**src/include/sd_dat_config.svh**
```systemverilog
`ifndef SD_DAT_CONFIG_SVH
`define SD_DAT_CONFIG_SVH

// ========================================
// SD DAT receive configuration
// ========================================

// Number of DAT lines on the card bus
`define SD_LANES 4

// Data nibbles in one 512-bit block
`define SD_BLOCK_NIBBLES 128

// Nibbles packed into one output word
`define SD_WORD_NIBBLES 4

// CRC length sent after the data on each lane
`define SD_CRC_BITS 16

// CRC16-CCITT, x^16 + x^12 + x^5 + 1
`define SD_CRC16_POLY 16'h1021

`endif

```
**src/rtl/sd_bus_pkg.sv**
```systemverilog
`default_nettype none

`include "sd_dat_config.svh"

package sd_bus_pkg;

    // One sample of all DAT lines, bit i is DAT[i]
    typedef logic [`SD_LANES-1:0] nibble_t;

    // Output word, first nibble received sits in the top bits
    typedef logic [`SD_WORD_NIBBLES*`SD_LANES-1:0] data_word_t;

    // Receive sequence
    typedef enum logic [2:0] {
        rx_idle    = 3'd0,
        // Waiting for the start bit on DAT0
        rx_armed   = 3'd1,
        rx_data    = 3'd2,
        rx_crc     = 3'd3,
        rx_end_bit = 3'd4
    } rx_phase_t;

endpackage

`default_nettype wire

```
**src/rtl/sd_crc_pkg.sv**
```systemverilog
`default_nettype none

`include "sd_dat_config.svh"

package sd_crc_pkg;

    // Per-lane CRC remainder
    typedef logic [`SD_CRC_BITS-1:0] crc16_t;

    // One flag per DAT line, bit i belongs to DAT[i]
    typedef logic [`SD_LANES-1:0] lane_err_t;

endpackage

`default_nettype wire

```
**src/rtl/sd_lane_if.sv**
```systemverilog
`timescale 1ns/1ps
`default_nettype none

// Framed nibble stream shared by the lane checkers and the collector
interface sd_lane_if;

    sd_bus_pkg::rx_phase_t phase;
    sd_bus_pkg::nibble_t   nibble;
    // Single cycle, just before the first data nibble
    logic                  block_start;
    // Fourth nibble of a word in the data phase
    logic                  word_last;

    modport source (
        output phase,
        output nibble,
        output block_start,
        output word_last
    );

    modport sink (
        input phase,
        input nibble,
        input block_start,
        input word_last
    );

endinterface

`default_nettype wire

```
**src/rtl/sd_dat_framer.sv**
```systemverilog
`timescale 1ns/1ps
`default_nettype none

`include "sd_dat_config.svh"

module sd_dat_framer (
    input  logic                clk_fast,
    input  logic                rst_n,
    input  logic                rx_start,
    input  sd_bus_pkg::nibble_t dat_in,
    output logic                dat0_idle,
    sd_lane_if.source           lane
);

    localparam int cnt_w  = $clog2(`SD_BLOCK_NIBBLES);
    localparam int word_w = $clog2(`SD_WORD_NIBBLES);

    localparam logic [cnt_w-1:0]  data_last = cnt_w'(`SD_BLOCK_NIBBLES - 1);
    localparam logic [cnt_w-1:0]  crc_last  = cnt_w'(`SD_CRC_BITS - 1);
    localparam logic [word_w-1:0] word_end  = word_w'(`SD_WORD_NIBBLES - 1);

    sd_bus_pkg::nibble_t   dat_q;
    sd_bus_pkg::rx_phase_t phase_q;
    logic [cnt_w-1:0]      nib_cnt;
    logic                  start_seen;

    // ========================================
    // Input sampling
    // ========================================
    always_ff @(posedge clk_fast or negedge rst_n) begin
        if (!rst_n) begin
            dat_q <= '0;
        end else begin
            dat_q <= dat_in;
        end
    end

    // Start bit is DAT0 low, other lanes don't matter
    assign start_seen = (phase_q == sd_bus_pkg::rx_armed) && !dat_q[0];

    // ========================================
    // Phase sequencing
    // ========================================
    always_ff @(posedge clk_fast or negedge rst_n) begin
        if (!rst_n) begin
            phase_q <= sd_bus_pkg::rx_idle;
            nib_cnt <= '0;
        end else begin
            case (phase_q)
                sd_bus_pkg::rx_idle: begin
                    // Arm only from idle, a pulse mid-block is dropped
                    if (rx_start) begin
                        phase_q <= sd_bus_pkg::rx_armed;
                    end
                end

                sd_bus_pkg::rx_armed: begin
                    nib_cnt <= '0;
                    if (start_seen) begin
                        phase_q <= sd_bus_pkg::rx_data;
                    end
                end

                sd_bus_pkg::rx_data: begin
                    nib_cnt <= nib_cnt + 1'b1;
                    if (nib_cnt == data_last) begin
                        nib_cnt <= '0;
                        phase_q <= sd_bus_pkg::rx_crc;
                    end
                end

                // Counter is shared, restarted for the CRC bits
                sd_bus_pkg::rx_crc: begin
                    nib_cnt <= nib_cnt + 1'b1;
                    if (nib_cnt == crc_last) begin
                        nib_cnt <= '0;
                        phase_q <= sd_bus_pkg::rx_end_bit;
                    end
                end

                sd_bus_pkg::rx_end_bit: begin
                    phase_q <= sd_bus_pkg::rx_idle;
                end

                default: begin
                    phase_q <= sd_bus_pkg::rx_idle;
                end
            endcase
        end
    end

    // ========================================
    // Stream outputs
    // ========================================
    assign lane.phase       = phase_q;
    assign lane.nibble      = dat_q;
    assign lane.block_start = start_seen;
    assign lane.word_last   = (phase_q == sd_bus_pkg::rx_data) &&
                              (nib_cnt[word_w-1:0] == word_end);

    // Card holds DAT0 low while busy
    assign dat0_idle = dat_q[0];

endmodule

`default_nettype wire

```
**src/rtl/sd_lane_crc16.sv**
```systemverilog
`timescale 1ns/1ps
`default_nettype none

`include "sd_dat_config.svh"

module sd_lane_crc16 #(
    parameter int LANE = 0
) (
    input  logic     clk_fast,
    input  logic     rst_n,
    sd_lane_if.sink  lane,
    output logic     lane_err
);

    localparam int top = `SD_CRC_BITS - 1;
    localparam sd_crc_pkg::crc16_t poly = sd_crc_pkg::crc16_t'(`SD_CRC16_POLY);

    sd_crc_pkg::crc16_t crc_q;
    logic               bit_in;
    logic               feedback;

    assign bit_in = lane.nibble[LANE];

    // Serial CRC, MSB first, no augmentation
    assign feedback = crc_q[top] ^ bit_in;

    // ========================================
    // Remainder and compare
    // ========================================
    always_ff @(posedge clk_fast or negedge rst_n) begin
        if (!rst_n) begin
            crc_q    <= '0;
            lane_err <= 1'b0;
        end else if (lane.block_start) begin
            crc_q    <= '0;
            lane_err <= 1'b0;
        end else begin
            case (lane.phase)
                sd_bus_pkg::rx_data: begin
                    crc_q <= {crc_q[top-1:0], 1'b0} ^ (feedback ? poly : '0);
                end

                // Remainder now equals the expected CRC, walk it out MSB first
                sd_bus_pkg::rx_crc: begin
                    if (bit_in != crc_q[top]) begin
                        lane_err <= 1'b1;
                    end
                    crc_q <= {crc_q[top-1:0], 1'b0};
                end

                default: begin
                end
            endcase
        end
    end

endmodule

`default_nettype wire

```
**src/rtl/sd_block_collector.sv**
```systemverilog
`timescale 1ns/1ps
`default_nettype none

`include "sd_dat_config.svh"

module sd_block_collector (
    input  logic                   clk_fast,
    input  logic                   rst_n,
    sd_lane_if.sink                lane,
    input  sd_crc_pkg::lane_err_t  lane_err,
    output logic                   word_valid,
    output sd_bus_pkg::data_word_t word_data,
    output logic                   block_done,
    output logic                   crc_err,
    output logic                   end_err
);

    // Nibbles held before the last one of a word arrives
    localparam int shift_w = (`SD_WORD_NIBBLES - 1) * `SD_LANES;

    logic [shift_w-1:0] word_sr;
    logic               end_seen;
    logic               end_bad;

    // ========================================
    // Word packing
    // ========================================
    always_ff @(posedge clk_fast) begin
        if (lane.phase == sd_bus_pkg::rx_data) begin
            word_sr <= {word_sr[shift_w-`SD_LANES-1:0], lane.nibble};
        end
        // Older nibbles shift toward the top
        if (lane.word_last) begin
            word_data <= {word_sr, lane.nibble};
        end
    end

    always_ff @(posedge clk_fast or negedge rst_n) begin
        if (!rst_n) begin
            word_valid <= 1'b0;
        end else begin
            word_valid <= lane.word_last;
        end
    end

    // ========================================
    // End of block
    // ========================================
    // First stage captures the end nibble, second reports
    always_ff @(posedge clk_fast or negedge rst_n) begin
        if (!rst_n) begin
            end_seen   <= 1'b0;
            end_bad    <= 1'b0;
            block_done <= 1'b0;
            crc_err    <= 1'b0;
            end_err    <= 1'b0;
        end else begin
            end_seen   <= (lane.phase == sd_bus_pkg::rx_end_bit);
            end_bad    <= (lane.phase == sd_bus_pkg::rx_end_bit) && (lane.nibble != '1);
            block_done <= end_seen;

            if (lane.block_start) begin
                crc_err <= 1'b0;
                end_err <= 1'b0;
            end else if (end_seen) begin
                // Lane flags have settled by now
                crc_err <= |lane_err;
                end_err <= end_bad;
            end
        end
    end

endmodule

`default_nettype wire

```
**src/rtl/sd_dat_rx.sv**
```systemverilog
`timescale 1ns/1ps
`default_nettype none

`include "sd_dat_config.svh"

module sd_dat_rx (
    input  logic                   clk_fast,
    input  logic                   rst_n,
    input  logic                   rx_start,
    input  sd_bus_pkg::nibble_t    dat_in,
    output logic                   word_valid,
    output sd_bus_pkg::data_word_t word_data,
    output logic                   block_done,
    output logic                   crc_err,
    output logic                   end_err,
    output logic                   dat0_idle
);

    sd_lane_if             lane_bus ();
    sd_crc_pkg::lane_err_t lane_err;

    // ========================================
    // Framing
    // ========================================
    sd_dat_framer framer_i (
        .clk_fast  (clk_fast),
        .rst_n     (rst_n),
        .rx_start  (rx_start),
        .dat_in    (dat_in),
        .dat0_idle (dat0_idle),
        .lane      (lane_bus.source)
    );

    // One CRC16 checker per DAT line
    for (genvar i = 0; i < `SD_LANES; i++) begin : g_lane
        sd_lane_crc16 #(
            .LANE (i)
        ) crc_i (
            .clk_fast (clk_fast),
            .rst_n    (rst_n),
            .lane     (lane_bus.sink),
            .lane_err (lane_err[i])
        );
    end

    // ========================================
    // Words and block status
    // ========================================
    sd_block_collector collector_i (
        .clk_fast   (clk_fast),
        .rst_n      (rst_n),
        .lane       (lane_bus.sink),
        .lane_err   (lane_err),
        .word_valid (word_valid),
        .word_data  (word_data),
        .block_done (block_done),
        .crc_err    (crc_err),
        .end_err    (end_err)
    );

endmodule

`default_nettype wire

```
**config.mk**
```make
export PLATFORM = sky130hd
export DESIGN_NAME = sd_dat_rx
export DESIGN_NICKNAME = d
export VERILOG_FILES = /design/src/rtl/sd_bus_pkg.sv /design/src/rtl/sd_crc_pkg.sv /design/src/rtl/sd_lane_if.sv /design/src/rtl/sd_dat_framer.sv /design/src/rtl/sd_lane_crc16.sv /design/src/rtl/sd_block_collector.sv /design/src/rtl/sd_dat_rx.sv
export VERILOG_INCLUDE_DIRS = /design/src /design/src/include
export SDC_FILE = /design/constraint.sdc
export NUM_CORES = 1
export LEC_CHECK = 0
export ABC_AREA = 1
export BUFFER_PORTS_ARGS = -buffer_cell sky130_fd_sc_hd__buf_2
export CAP_MARGIN = 0
export CORE_MARGIN = 8
export CORE_UTILIZATION = 30
export DETAILED_ROUTE_END_ITERATION = 8
export GPL_ROUTABILITY_DRIVEN = 0
export PLACE_DENSITY_LB_ADDON = 0.3
export RECOVER_POWER = 50
export SLEW_MARGIN = 20
export SYNTH_ARGS = -nofsm -noshare
export SYNTH_HDL_FRONTEND = slang
export SYNTH_SLANG_ARGS = --single-unit
```
**constraint.sdc**
```tcl
create_clock -name clk_fast -period 2.9 [get_ports clk_fast]
set_input_delay 0.145 -clock clk_fast [delete_from_list [all_inputs] [get_ports clk_fast]]
set_output_delay 0.145 -clock clk_fast [all_outputs]
set_load 0.02 [all_outputs]
```
Word-level counts from Yosys, hierarchy flattened
Cells that the tools add are included.
{"block": "classes", "addsub": 1, "n_mul": 0, "div": 0, "magnitude_cmp": 0, "n_eq_ne": 16, "shifts": 0, "muxes": 36, "n_bitwise": 8, "n_reduce_logical": 19}
{"op": "$pmux W16 S2", "count": 4}
{"op": "$mux W16", "count": 4}
{"op": "$xor A16 B16 Y16", "count": 4}
{"op": "$mux W13", "count": 4}
{"op": "$pmux W7 S3", "count": 1}
{"op": "$mux W1", "count": 16}
{"op": "$mux W7", "count": 2}
{"op": "$mux W3", "count": 4}
{"op": "$pmux W3 S4", "count": 1}
{"op": "$reduce_bool A2 Y1", "count": 6}
{"op": "$reduce_and A2 Y1", "count": 4}
{"op": "$add A7 B1 Y7 const B", "count": 1}
{"op": "$eq A7 B4 Y1 const B", "count": 1}
{"op": "$eq A7 B7 Y1 const B", "count": 1}
{"op": "$eq A3 B2 Y1 const B", "count": 2}
{"op": "$reduce_bool A3 Y1", "count": 2}
{"op": "$ne A1 B1 Y1", "count": 4}
{"op": "$ne A2 B1 Y1 const B", "count": 2}
{"op": "$ne A2 B2 Y1 const B", "count": 2}
{"op": "$ne A4 B4 Y1 const B", "count": 1}
{"op": "$reduce_and A4 Y1", "count": 1}
{"op": "$reduce_or A4 Y1", "count": 1}
{"op": "$xor A1 B1 Y1", "count": 4}
{"op": "$eq A3 B1 Y1 const B", "count": 1}
{"op": "5 further kinds", "count": 7}
{"block": "word_totals", "ff_bits": 116, "latchBits": 0, "ram_bits": 0, "romBits": 0, "inputBits": 7, "out_inout_bits": 21, "word_cells": 99, "mem_count": 0}

Depth between registers and ports, before layout
Gate-level depths: netlist of run 1.
{"block": "logic_depth", "depth_word": 5, "mapped_depth": 8, "depth_no_buf": 8}

Modules after synthesis
A second synthesis of run 1 with hierarchy kept.
{"block": "hier_totals", "hier_cells": 442, "area_unflattened_um2": 4883.4}
{"mod": "sd_lane_crc16", "n_inst": 4, "cells_per_inst": 75, "area_per_inst_um2": 773.2, "seq_area_each_um2": 425.4}
{"mod": "sd_block_collector", "n_inst": 1, "cells_per_inst": 53, "area_per_inst_um2": 1068.5, "seq_area_each_um2": 991.0}
{"mod": "sd_dat_framer", "n_inst": 1, "cells_per_inst": 89, "area_per_inst_um2": 721.9, "seq_area_each_um2": 350.3}

Worst setup path before layout of run 1
No wires, ideal clock.
{"block": "synth_path", "path_type": "reg2reg", "from": "reg framer_i.phase_q[0], in the netlist framer_i.lane.phase[0]", "to": "reg collector_i.word_data[0], enable pin", "setup_time_ns": 0.390, "arrival_time_ns": 2.091, "required_ns": 2.510, "path_slack_ns": 0.420, "path_stages_with_launch": 6, "path_buffers": 0, "period_less_slack_ns": 2.480, "cell_sequence": "dfrtp_1 nor2_1 inv_1 nor2_1 inv_1 nor2_1"}
{"block": "synth_via", "elab_chain_cells": 2}
{"element": "start, declared", "line": "sd_dat_framer.sv:23", "text": "sd_bus_pkg::rx_phase_t phase_q;"}
{"element": "start signal, assigned", "line": "sd_dat_framer.sv:46", "text": "phase_q <= sd_bus_pkg::rx_idle;"}
{"element": "start signal, assigned", "line": "sd_dat_framer.sv:53", "text": "phase_q <= sd_bus_pkg::rx_armed;"}
{"element": "start signal, assigned", "line": "sd_dat_framer.sv:60", "text": "phase_q <= sd_bus_pkg::rx_data;"}
{"element": "$eq A3 B2 Y1", "line": "sd_dat_framer.sv:98", "text": "assign lane.word_last = (phase_q == sd_bus_pkg::rx_data) &&"}
{"element": "$logic_and A1 B1 Y1", "line": "sd_dat_framer.sv:98"}
{"element": "named net collector_i.lane.word_last", "line": "sd_lane_if.sv:25", "text": "input word_last"}
{"element": "end signal, assigned", "line": "sd_block_collector.sv:34", "text": "word_data <= {word_sr, lane.nibble};"}
{"element": "end, declared", "line": "sd_block_collector.sv:12", "text": "output sd_bus_pkg::data_word_t word_data,"}
The timed path passes the listed nets, and every way through them passes these cells.
A chain may end at the register's enable or synchronous reset.

Worst setup path in the final report of run 1
{"block": "layout_path", "from": "reg framer_i.phase_q[2], in the netlist framer_i.lane.phase[2]", "to": "reg g_lane[1].crc_i.crc_q[4]"}
{"block": "layout_via", "elab_chain_cells": 3, "elab_cells_between_ends": 7, "cone_classes": "eq/ne (3); mux (2); reduce/logical (2)"}
{"element": "$eq A3 B2 Y1 or $eq A3 B1 Y1 (tied branches)", "line": "sd_lane_crc16.sv:38, sd_dat_framer.sv:39"}
{"element": "$pmux W16 S2 or $logic_and A1 B1 Y1 (tied branches)", "line": "sd_lane_crc16.sv:38, sd_dat_framer.sv:39"}
{"element": "$mux W16 or $reduce_bool A3 Y1 (tied branches)"}
{"element": "end signal, assigned", "line": "sd_lane_crc16.sv:40", "text": "crc_q <= {crc_q[top-1:0], 1'b0} ^ (feedback ? poly : '0);"}
{"element": "end signal, assigned", "line": "sd_lane_crc16.sv:48", "text": "crc_q <= {crc_q[top-1:0], 1'b0};"}
{"element": "end, declared", "line": "sd_lane_crc16.sv:18", "text": "sd_crc_pkg::crc16_t crc_q;"}
Several ways; a longest one is shown, not always the timed one.

==> impl_metrics.toml, run 1 <==
[synth]
yosys.cell_types.count = 29
synth_top_area_share_pct = 50.2
synth-edff-count = 28
yosys_warnings = 0
synth_area_sq_mm = 0.00439
synth_top_cell_by_area = "dfrtp_1"
avgSynthCellArea_sq_um = 11.3
synth-main-ff-cell = "dfrtp_1"
yosys_register_bits = 116
synth_commonest_cells = "dfrtp_1 (88), inv_1 (65), nand2_1 (62), o22ai_1 (45), edfxtp_1 (28)"
postSynthCellCount = 388
yosysMostFrequentCell = "dfrtp_1"
postSynthNetCount = 396
synth.area.top_cells = "dfrtp_1 (50%), edfxtp_1 (19%), o22ai_1 (6.4%)"
seq_area_frac_synth_pct = 69.3
ys_async_sr_fraction_pct = 75.9

[floorplan]
core_area_sq_mm = 0.0144
num_rows = 44
dieArea_sq_mm = 0.0188
io_pins = 28
die_w_um = 137
start_util_pct = 30.4
die_y_um = 137

[cts]
cts_tree = "built"
htreeDepth = 4
cts.clk_slew.worst_paths_ns = 0.05
clockRootBuffer = "clkbuf_16"
clk_latency_ns = 0.40
clockBufferDepth = 2
clock-sinks = 116
cts_buffers = 17

[global_route]
grt_first_pass_wirelength_mm = 13.6
grt_pass1_vias = 2768
grt_max_degree = 71
antenna_found_initial = 0
overflow = 0
track_usage_pct = 9.36

[pwr]
leakagePower_nw = 2.38
p_per_area_mw_per_mm2 = 1230
p_clk_share_pct = 31.1
peakVddDrop_mv = 0.534
power_frac_comb_pct = 29.1
swShare_pct = 34.0
power.total_w = 0.00649
intPower_w = 0.00428
p_sw_w = 0.00221
pwr-share-seq_pct = 39.8

[min_path]
hold_class = "in2reg"
min_from = "rx_start"
min_to = "framer_i.lane.phase[1]"
min_delay_path_depth = 5

[critical_path]
rr_startpoint = "framer_i.lane.phase[2]"
crit_family = "simple AND/OR/NAND/NOR gates"
crit_path_end_kind = "register"
max_stage_delay_ns = 0.53
r2r_cells = 6
crit_slowest_cell = "nor2_1"
start_kind = "register"
path_max_fanout = 52
worstPathBufferInverterCount = 2
reg2reg_to = "g_lane[1].crc_i.crc_q[4]"
regToRegSetupSlack_ns = 0.97
cp.required_ns = 3.16
crit_chain = "inv_1, nand3_2, nor2_1, nor2_8, inv_6, o22ai_1"
critical_path_arrival_ns = 2.19
crit_type = "reg2reg"

[run_status]
outcome = "finished, violations left"
violations = "capacitance limit, slew limit"

[timing]
setup_tns_ns = 0
fin_skew_ns = 0.00551
setup_viol = 0
relSlewSlack_pct = -15.4
rsz0062_at_grt = "no"
fin_crit_sh_pct = 66.4
finalMaxSlewViolations = 71
worstMarginPinSlew_ns = 1.73
max_freq_mhz = 519
period_needed_ns = 1.93
hold_viol = 0

[routing]
wire_per_inst_um = 12.6
dr.pass1.iters = 7
drt_drc_violations_left = 0
vias = 2757
wl_mm = 7.91
antenna_left = 0
viasPerCell = 4.39
drtIter0Drc = 103

[layout]
syn2layout_area_growth_pct = 20.6
fillers = 1446
n_antenna_cell = 0
drive_gt1_share_pct = 11.9
fin_nets = 439
ff_latch_area_sq_mm = 0.00304
multiInputGateArea_sq_um = 960

[placed_design]
io_buffers = 27
hpwl_mm = 4.99

[flow_run]
maxCapViolCount = 1
[flip-flops by register name, summed over array words and instances, names as in the netlist]
register	cells
g_lane.crc_i.crc_q	64
collector_i.word_data	16
collector_i.word_sr	12
framer_i.nib_cnt	7
framer_i.lane.nibble	4
g_lane.crc_i.lane_err	4
framer_i.lane.phase	3
collector_i.block_done	1
collector_i.crc_err	1
collector_i.end_bad	1
collector_i.end_err	1
collector_i.end_seen	1
collector_i.word_valid	1
[logic make-up after synthesis]
kind of cell,count (synthesis),share of synthesized area [%]
compound gates,81,10.7
xor+xnor,4,0.798
fa+ha+maj,1,0.285
buf+inv,83,8.64
flops,116,69.3
mux,1,0.228
simple gates,102,9.98
[through the flow]
stage | hold slack, ns | area (sq um) | setup WS (ns) | instances | utilization (%)
after global routing | 0.305 | 5290 | 0.749 | 628 | 36.7
after detailed placement | 0.254 | 4680 | 1.26 | 591 | 32.5
after global placement | 0.255 | 4680 | 1.32 | 591 | 32.5
final | 0.289 | 5290 | 0.975 | 628 | 36.7
after CTS | 0.272 | 5330 | 1.24 | 628 | 36.9
after floorplan | -0.151 | 4390 | 0.420 | 388 | -
[final cells by class]
| class | count | area share (%) |
|---|---|---|
| repair buffers | 37 | 3.74 |
| multi-input cells | 189 | 18.1 |
| flip-flops and latches | 116 | 57.5 |
| clock buffers | 24 | 9.88 |
| inverters | 70 | 5.06 |
| well taps | 184 | 4.35 |
| clock inverters | 8 | 1.32 |
[cell usage in the layout, fill, tap and decap left out, types with 7 or more instances in the layout]
master     count
clkbuf_1      21
edfxtp_1      28
o21ai_1       10
nand2_1       62
inv_1         66
nor2_1        24
clkbuf_16     18
dfrtp_1       88
o22ai_1       45
nand3_1        7
o21ai_0       17
[worst min-delay path: stages]
cell	delay (ns)
buf_2	0.09
or2_2	0.09
nor2_1	0.03
nor2_1	0.17
a21o_1	0.13
[worst max path at each step]
stage	start	slack (ns)	end	cells after the start
6_report	framer_i.lane.phase[2]	0.97	g_lane[1].crc_i.crc_q[4]	6
5_1_grt	rst_n	0.75	g_lane[2].crc_i.crc_q[6]	2
4_1_cts	framer_i.lane.phase[2]	1.24	g_lane[1].crc_i.crc_q[4]	6
3_5_place_dp	framer_i.lane.phase[2]	1.26	g_lane[3].crc_i.crc_q[1]	6
3_3_place_gp	framer_i.lane.phase[1]	1.32	framer_i.nib_cnt[1]	5
2_1_floorplan	framer_i.lane.phase[0]	0.42	collector_i.word_data[0]	5
[routing by layer]
metal / routed length, um / GRT usage (%) / share of wire, %
met1: 3860 / 11.5 / 49
met2: 3450 / 13.8 / 44
met3: 491 / 4.44 / 6.2
met4: 101 / 3.80 / 1.3
met5: 0 / 0 / 0
[repair_timing]
action / in CTS / in global routing
setup buffers: 0 / 0
hold endpoints to repair: 72 / 0
gates resized for setup: 0 / 0
hold buffers: 5 / 0
[power by group through the flow]
stage	logic [W]	clock network (W)	registers [W]
after global routing	0.00218	0.00215	0.00265
after global placement	0.00186	0	0.00259
after detailed placement	0.00192	0	0.00262
final	0.00189	0.00202	0.00259
after CTS	0.00194	0.00207	0.00259
after floorplan	0.00159	0	0.00261
(Power assumes the default switching activity.)
==> inputs of run 2 (changes only) <==
==> constraint.sdc (replaced) <==
create_clock -name clk_fast -period 1.96 [get_ports clk_fast]
set_input_delay 0.098 -clock clk_fast [delete_from_list [all_inputs] [get_ports clk_fast]]
set_output_delay 0.098 -clock clk_fast [all_outputs]
set_load 0.02 [all_outputs]
==> run 2 against run 1 <==
  * Critical endpoint is now collector_i.word_data[10]
  * Combinational power grew 52%
  * Final area rose by 0.76%
  * The run now ends clean
  * Non-clock buffer count is 3 higher
==> impl_metrics.toml, run 2 (synthesis gave the netlist of run 1 again) <==
[layout]
top_register = "g_lane.crc_i.crc_q"
largest_reg_flops = 64
n_antenna_cell = 0
final_common_cell = "dfrtp_1"
fin_nets = 442
drive_gt1_share_pct = 15.0
reg_top3 = "g_lane.crc_i.crc_q: 64 flops, collector_i.word_data: 16 flops, collector_i.word_sr: 12 flops"
fin_cells = 631
syn2layout_area_growth_pct = 21.5
final_cell_mix = "dfrtp_1 (88), inv_1 (65), nand2_1 (62), o22ai_1 (45), edfxtp_1 (28)"
fillers = 1436

[floorplan]
core_area_sq_mm = 0.0144
num_rows = 44
start_util_pct = 30.4
die_y_um = 137
io_pins = 28
dieArea_sq_mm = 0.0188
die_w_um = 137

[pwr]
leakagePower_nw = 2.42
peakVddDrop_mv = 0.813
p_per_area_mw_per_mm2 = 1820
power.total_w = 0.00968

[placed_design]
pre_cts_slack_ns = 0.330
io_buffers = 27
dp_cells = 594
hpwl_mm = 5.13

[global_route]
track_usage_pct = 9.21
use_met2_pct = 13.1
grt_pass1_vias = 2705
grt_max_degree = 53
use_met1_pct = 11.6
grt_first_pass_wirelength_mm = 13.3
gr-usage-met3_pct = 4.52
top_usage_layer = "met2"
overflow = 0
antenna_found_initial = 0

[timing]
fin_crit_sh_pct = 81.8
rsz0062_at_grt = "no"
period_needed_ns = 1.60
setup_viol = 0
hold_viol = 0
fin_skew_ns = 0.00805
max_freq_mhz = 624
layout_setup_ws_ns = 0.358
setup_tns_ns = 0
worstMarginPinSlew_ns = 1.08
relSlewSlack_pct = 27.8
finalMaxSlewViolations = 0

[critical_path]
crit_path_end_kind = "register"
cp.required_ns = 2.01
crit_type = "reg2reg"
crit_chain = "nor2_1, inv_1, nor2_2, inv_1, nor2_4"
start_kind = "register"
worstPathBufferInverterCount = 2
r2r_cells = 5
crit_path_frequent_cell = "inv_1"
path_max_fanout = 17
path_depth = 5
max_stage_delay_ns = 0.44
critical_path_arrival_ns = 1.65
crit_family = "simple AND/OR/NAND/NOR gates"
crit_slowest_cell = "dfrtp_1"

[routing]
dr.pass1.iters = 4
drtIter0Drc = 148
drt_drc_violations_left = 0
vias = 2789
viasPerCell = 4.42
wire_per_inst_um = 12.6
antenna_left = 0
wl_mm = 7.98

[cts]
cts_buffers = 17
clockBufferDepth = 2
htreeDepth = 4
cts.clk_slew.worst_paths_ns = 0.05
clock-sinks = 116
cts-hold-fix-buffers = 5
cts_setup_buffers = 0
cts_resized = 0
cts_tree = "built"
clk_latency_ns = 0.41
clockRootBuffer = "clkbuf_16"

[min_path]
min_delay_path_depth = 5
hold_class = "in2reg"

[flow_run]
maxCapViolCount = 0

[run_status]
outcome = "completed"
==> run 2: path summary, 6_finish.rpt <==
path,from,endpoint,slack (ns)
worst max-delay path,framer_i.lane.phase[0],collector_i.word_data[10],0.36
worst min-delay path,rx_start,framer_i.lane.phase[1],0.25
worst max register to register,framer_i.lane.phase[0],collector_i.word_data[10],0.36
worst min register to register,collector_i.word_sr[11],collector_i.word_data[15],0.41
max in group asynchronous,rst_n,g_lane[1].crc_i.crc_q[14],0.45
min in group asynchronous,rst_n,g_lane[0].crc_i.crc_q[2],0.43
==> run 2: routing by layer <==
metal	part of all wire, %	vias up	routed length [um]
met4	0.66	0	53
met1	49	1343	3910
li1	-	1383	-
met3	7.0	5	561
met5	0	-	0
met2	43	58	3450
==> run 2: power by group <==
part / total (W) / leakage [nW] / internal, W / switching, W
Sequential: 0.00382 / 1.38 / 0.00348 / 0.000333
Clock: 0.00299 / 0.294 / 0.00201 / 0.000986
Combinational: 0.00287 / 0.748 / 0.000932 / 0.00194
==> run 2: final cells by class <==
| class | count | area [sq um] | share of cell area (%) |
|---|---|---|---|
| repair buffers | 40 | 223 | 4.18 |
| inverters | 70 | 268 | 5.02 |
| clock buffers | 29 | 551 | 10.3 |
| flip-flops and latches | 116 | 3040 | 57.1 |
| well taps | 184 | 230 | 4.32 |
| multi-input cells | 189 | 977 | 18.3 |
| clock inverters | 3 | 40.0 | 0.751 |
==> run 2: per-stage QoR <==
step | hold slack, ns | utilization, % | instance area, sq um
2_1_floorplan | -0.198 | - | 4400
3_3_place_gp | 0.136 | 32.7 | 4720
3_5_place_dp | 0.133 | 32.7 | 4720
4_1_cts | 0.215 | 37.1 | 5360
5_1_grt | 0.270 | 37.0 | 5330
6_report | 0.251 | 37.0 | 5330
==> run 2: worst register-to-register path: stages, from the launching register on <==
cell and delay [ns]:
dfrtp_1 0.44, nor2_1 0.17, inv_1 0.08, nor2_2 0.09, inv_1 0.08, nor2_4 0.38
==> inputs of run 3 (changes only) <==
==> constraint.sdc (replaced) <==
create_clock -name clk_fast -period 1.5 [get_ports clk_fast]
set_input_delay 0.075 -clock clk_fast [delete_from_list [all_inputs] [get_ports clk_fast]]
set_output_delay 0.075 -clock clk_fast [all_outputs]
set_load 0.02 [all_outputs]
==> run 3 against run 2 <==
  * Sequential power increased by 30%
  * Largest power group unchanged
  * Register-to-register slack got worse by 0.22 ns
  * Setup slack got worse by 0.26 ns
  * Critical path depth decreased by 3
  * Die area unchanged
  * Routed wire length decreased by 2.2%
  * Critical endpoint is now dat0_idle
  * Via count decreased by 0.47%
  * Combinational power increased by 50%
  * Highest routed layer unchanged
  * First-iteration DRC count decreased by 14%
  * Utilization increased by 1.4 points
  * Clock skew decreased by 0.00089 ns
==> impl_metrics.toml, run 3 (synthesis gave the netlist of run 1 again) <==
[floorplan]
io_pins = 28
core_area_sq_mm = 0.0144
die_y_um = 137
num_rows = 44
start_util_pct = 30.4
die_w_um = 137
dieArea_sq_mm = 0.0188

[layout]
design_area_sq_mm = 0.00553
final_common_cell = "dfrtp_1"
syn2layout_area_growth_pct = 25.9
largest_reg_flops = 64
final_cell_mix = "dfrtp_1 (88), inv_1 (64), nand2_1 (60), o22ai_1 (45), edfxtp_1 (28)"
fin_nets = 451
reg_top3 = "g_lane.crc_i.crc_q: 64 flops, collector_i.word_data: 16 flops, collector_i.word_sr: 12 flops"
fillers = 1412
n_antenna_cell = 0
drive_gt1_share_pct = 19.7
top_register = "g_lane.crc_i.crc_q"
multiInputGateArea_sq_um = 995
ff_latch_area_sq_mm = 0.00304

[pwr]
peakVddDrop_mv = 1.09
p_per_area_mw_per_mm2 = 2410
leakagePower_nw = 2.52

[placed_design]
hpwl_mm = 5.14
io_buffers = 27
placed_area_sq_mm = 0.00488

[critical_path]
crit_path_end_kind = "output port"
critical_path_arrival_ns = 1.32
crit_type = "reg2out"
start_kind = "register"
path_max_fanout = 7
cp.required_ns = 1.42

[cts]
clock-sinks = 116
clockRootBuffer = "clkbuf_16"
htreeDepth = 4
cts_buffers = 17
clk_latency_ns = 0.40
cts_tree = "built"
cts.clk_slew.worst_paths_ns = 0.05
clockBufferDepth = 2

[global_route]
grt_max_degree = 50
antenna_found_initial = 0
track_usage_pct = 9.20
overflow = 0
grt_pass1_vias = 2842
grt_first_pass_wirelength_mm = 13.6

[timing]
finalMaxSlewViolations = 0
max_freq_mhz = 715
hold_viol = 0
worstMarginPinSlew_ns = 0.917
period_needed_ns = 1.40
setup_viol = 0
rsz0062_at_grt = "no"
fin_skew_ns = 0.00716
whs_ns = 0.224
relSlewSlack_pct = 38.9
fin_crit_sh_pct = 93.3

[routing]
dr.pass1.iters = 4
wl_mm = 7.80
viasPerCell = 4.34
wire_per_inst_um = 12.2
drtIter0Drc = 127
antenna_left = 0
vias = 2776
drt_drc_violations_left = 0

[flow_run]
maxCapViolCount = 0

[run_status]
outcome = "completed"

[min_path]
hold_class = "in2reg"
-- run 3: cell types whose count changed in the layout (fill, tap and decap cells not counted), sizes merged --
| cell | before | now |
|---|---|---|
| buf | 21 | 36 |
| bufinv | 1 | 3 |
| clkbuf | 43 | 26 |
| clkinv | 2 | 8 |
| clkinvlp | 0 | 3 |
-- run 3: stage by stage --
stage                     instances  util, %  worst slack, ns  setup TNS [ns]  power, W
after floorplan                 388        -           -0.158           -2.53   0.00816
after global placement          603     33.8           0.0847               0   0.00922
after detailed placement        603     33.8           0.0703               0   0.00933
after CTS                       640     38.4           0.0677               0    0.0135
after global routing            640     38.3           0.0108               0    0.0144
final                           640     38.3            0.101               0    0.0133
-- run 3: repair_timing --
action	4_1_cts	5_1_grt
setup endpoints to repair	0	23
hold buffers	5	0
buffers inserted	0	0
endpoints found under the hold margin	34	0
gates resized for setup	0	6
-- run 3: metal layers --
layer	global-route usage (%)	share of wire (%)
met3	3.56	5.4
met2	13.6	43
met5	0	0
met1	11.8	50
met4	3.80	1.3
-- run 3: worst max-delay path, stage by stage, from the launching register on --
cell and delay (ns):
dfrtp_1 0.55, clkbuf_4 0.22, buf_2 0.16
-- run 3: cell type report --
type / instances / area share [%]
Inverter: 70 / 4.89
Sequential cell: 116 / 55.0
Timing Repair Buffer: 49 / 6.88
Multi-Input combinational cell: 189 / 18.0
Tap cell: 184 / 4.16
Clock inverter: 14 / 2.87
Clock buffer: 18 / 8.15
-- run 3: final timing paths --
path | from | to | cells after the start | slack, ns
setup / recovery | framer_i.lane.nibble[0] | dat0_idle | 2 | 0.10
hold / removal | rx_start | framer_i.lane.phase[1] | 5 | 0.22
setup reg to reg | framer_i.lane.phase[2] | collector_i.word_data[6] | 6 | 0.14
hold reg to reg | collector_i.word_sr[8] | collector_i.word_data[12] | 0 | 0.42
max in group asynchronous | rst_n | framer_i.lane.nibble[0] | 3 | 0.24
min in group asynchronous | rst_n | g_lane[0].crc_i.crc_q[11] | 2 | 0.34
-- run 3: report_power, final --
group          switching (W)  internal, W  leakage [nW]
registers           0.000421      0.00455          1.38
clock network        0.00138      0.00269         0.294
logic                0.00266      0.00164         0.843
total                0.00447      0.00888          2.52
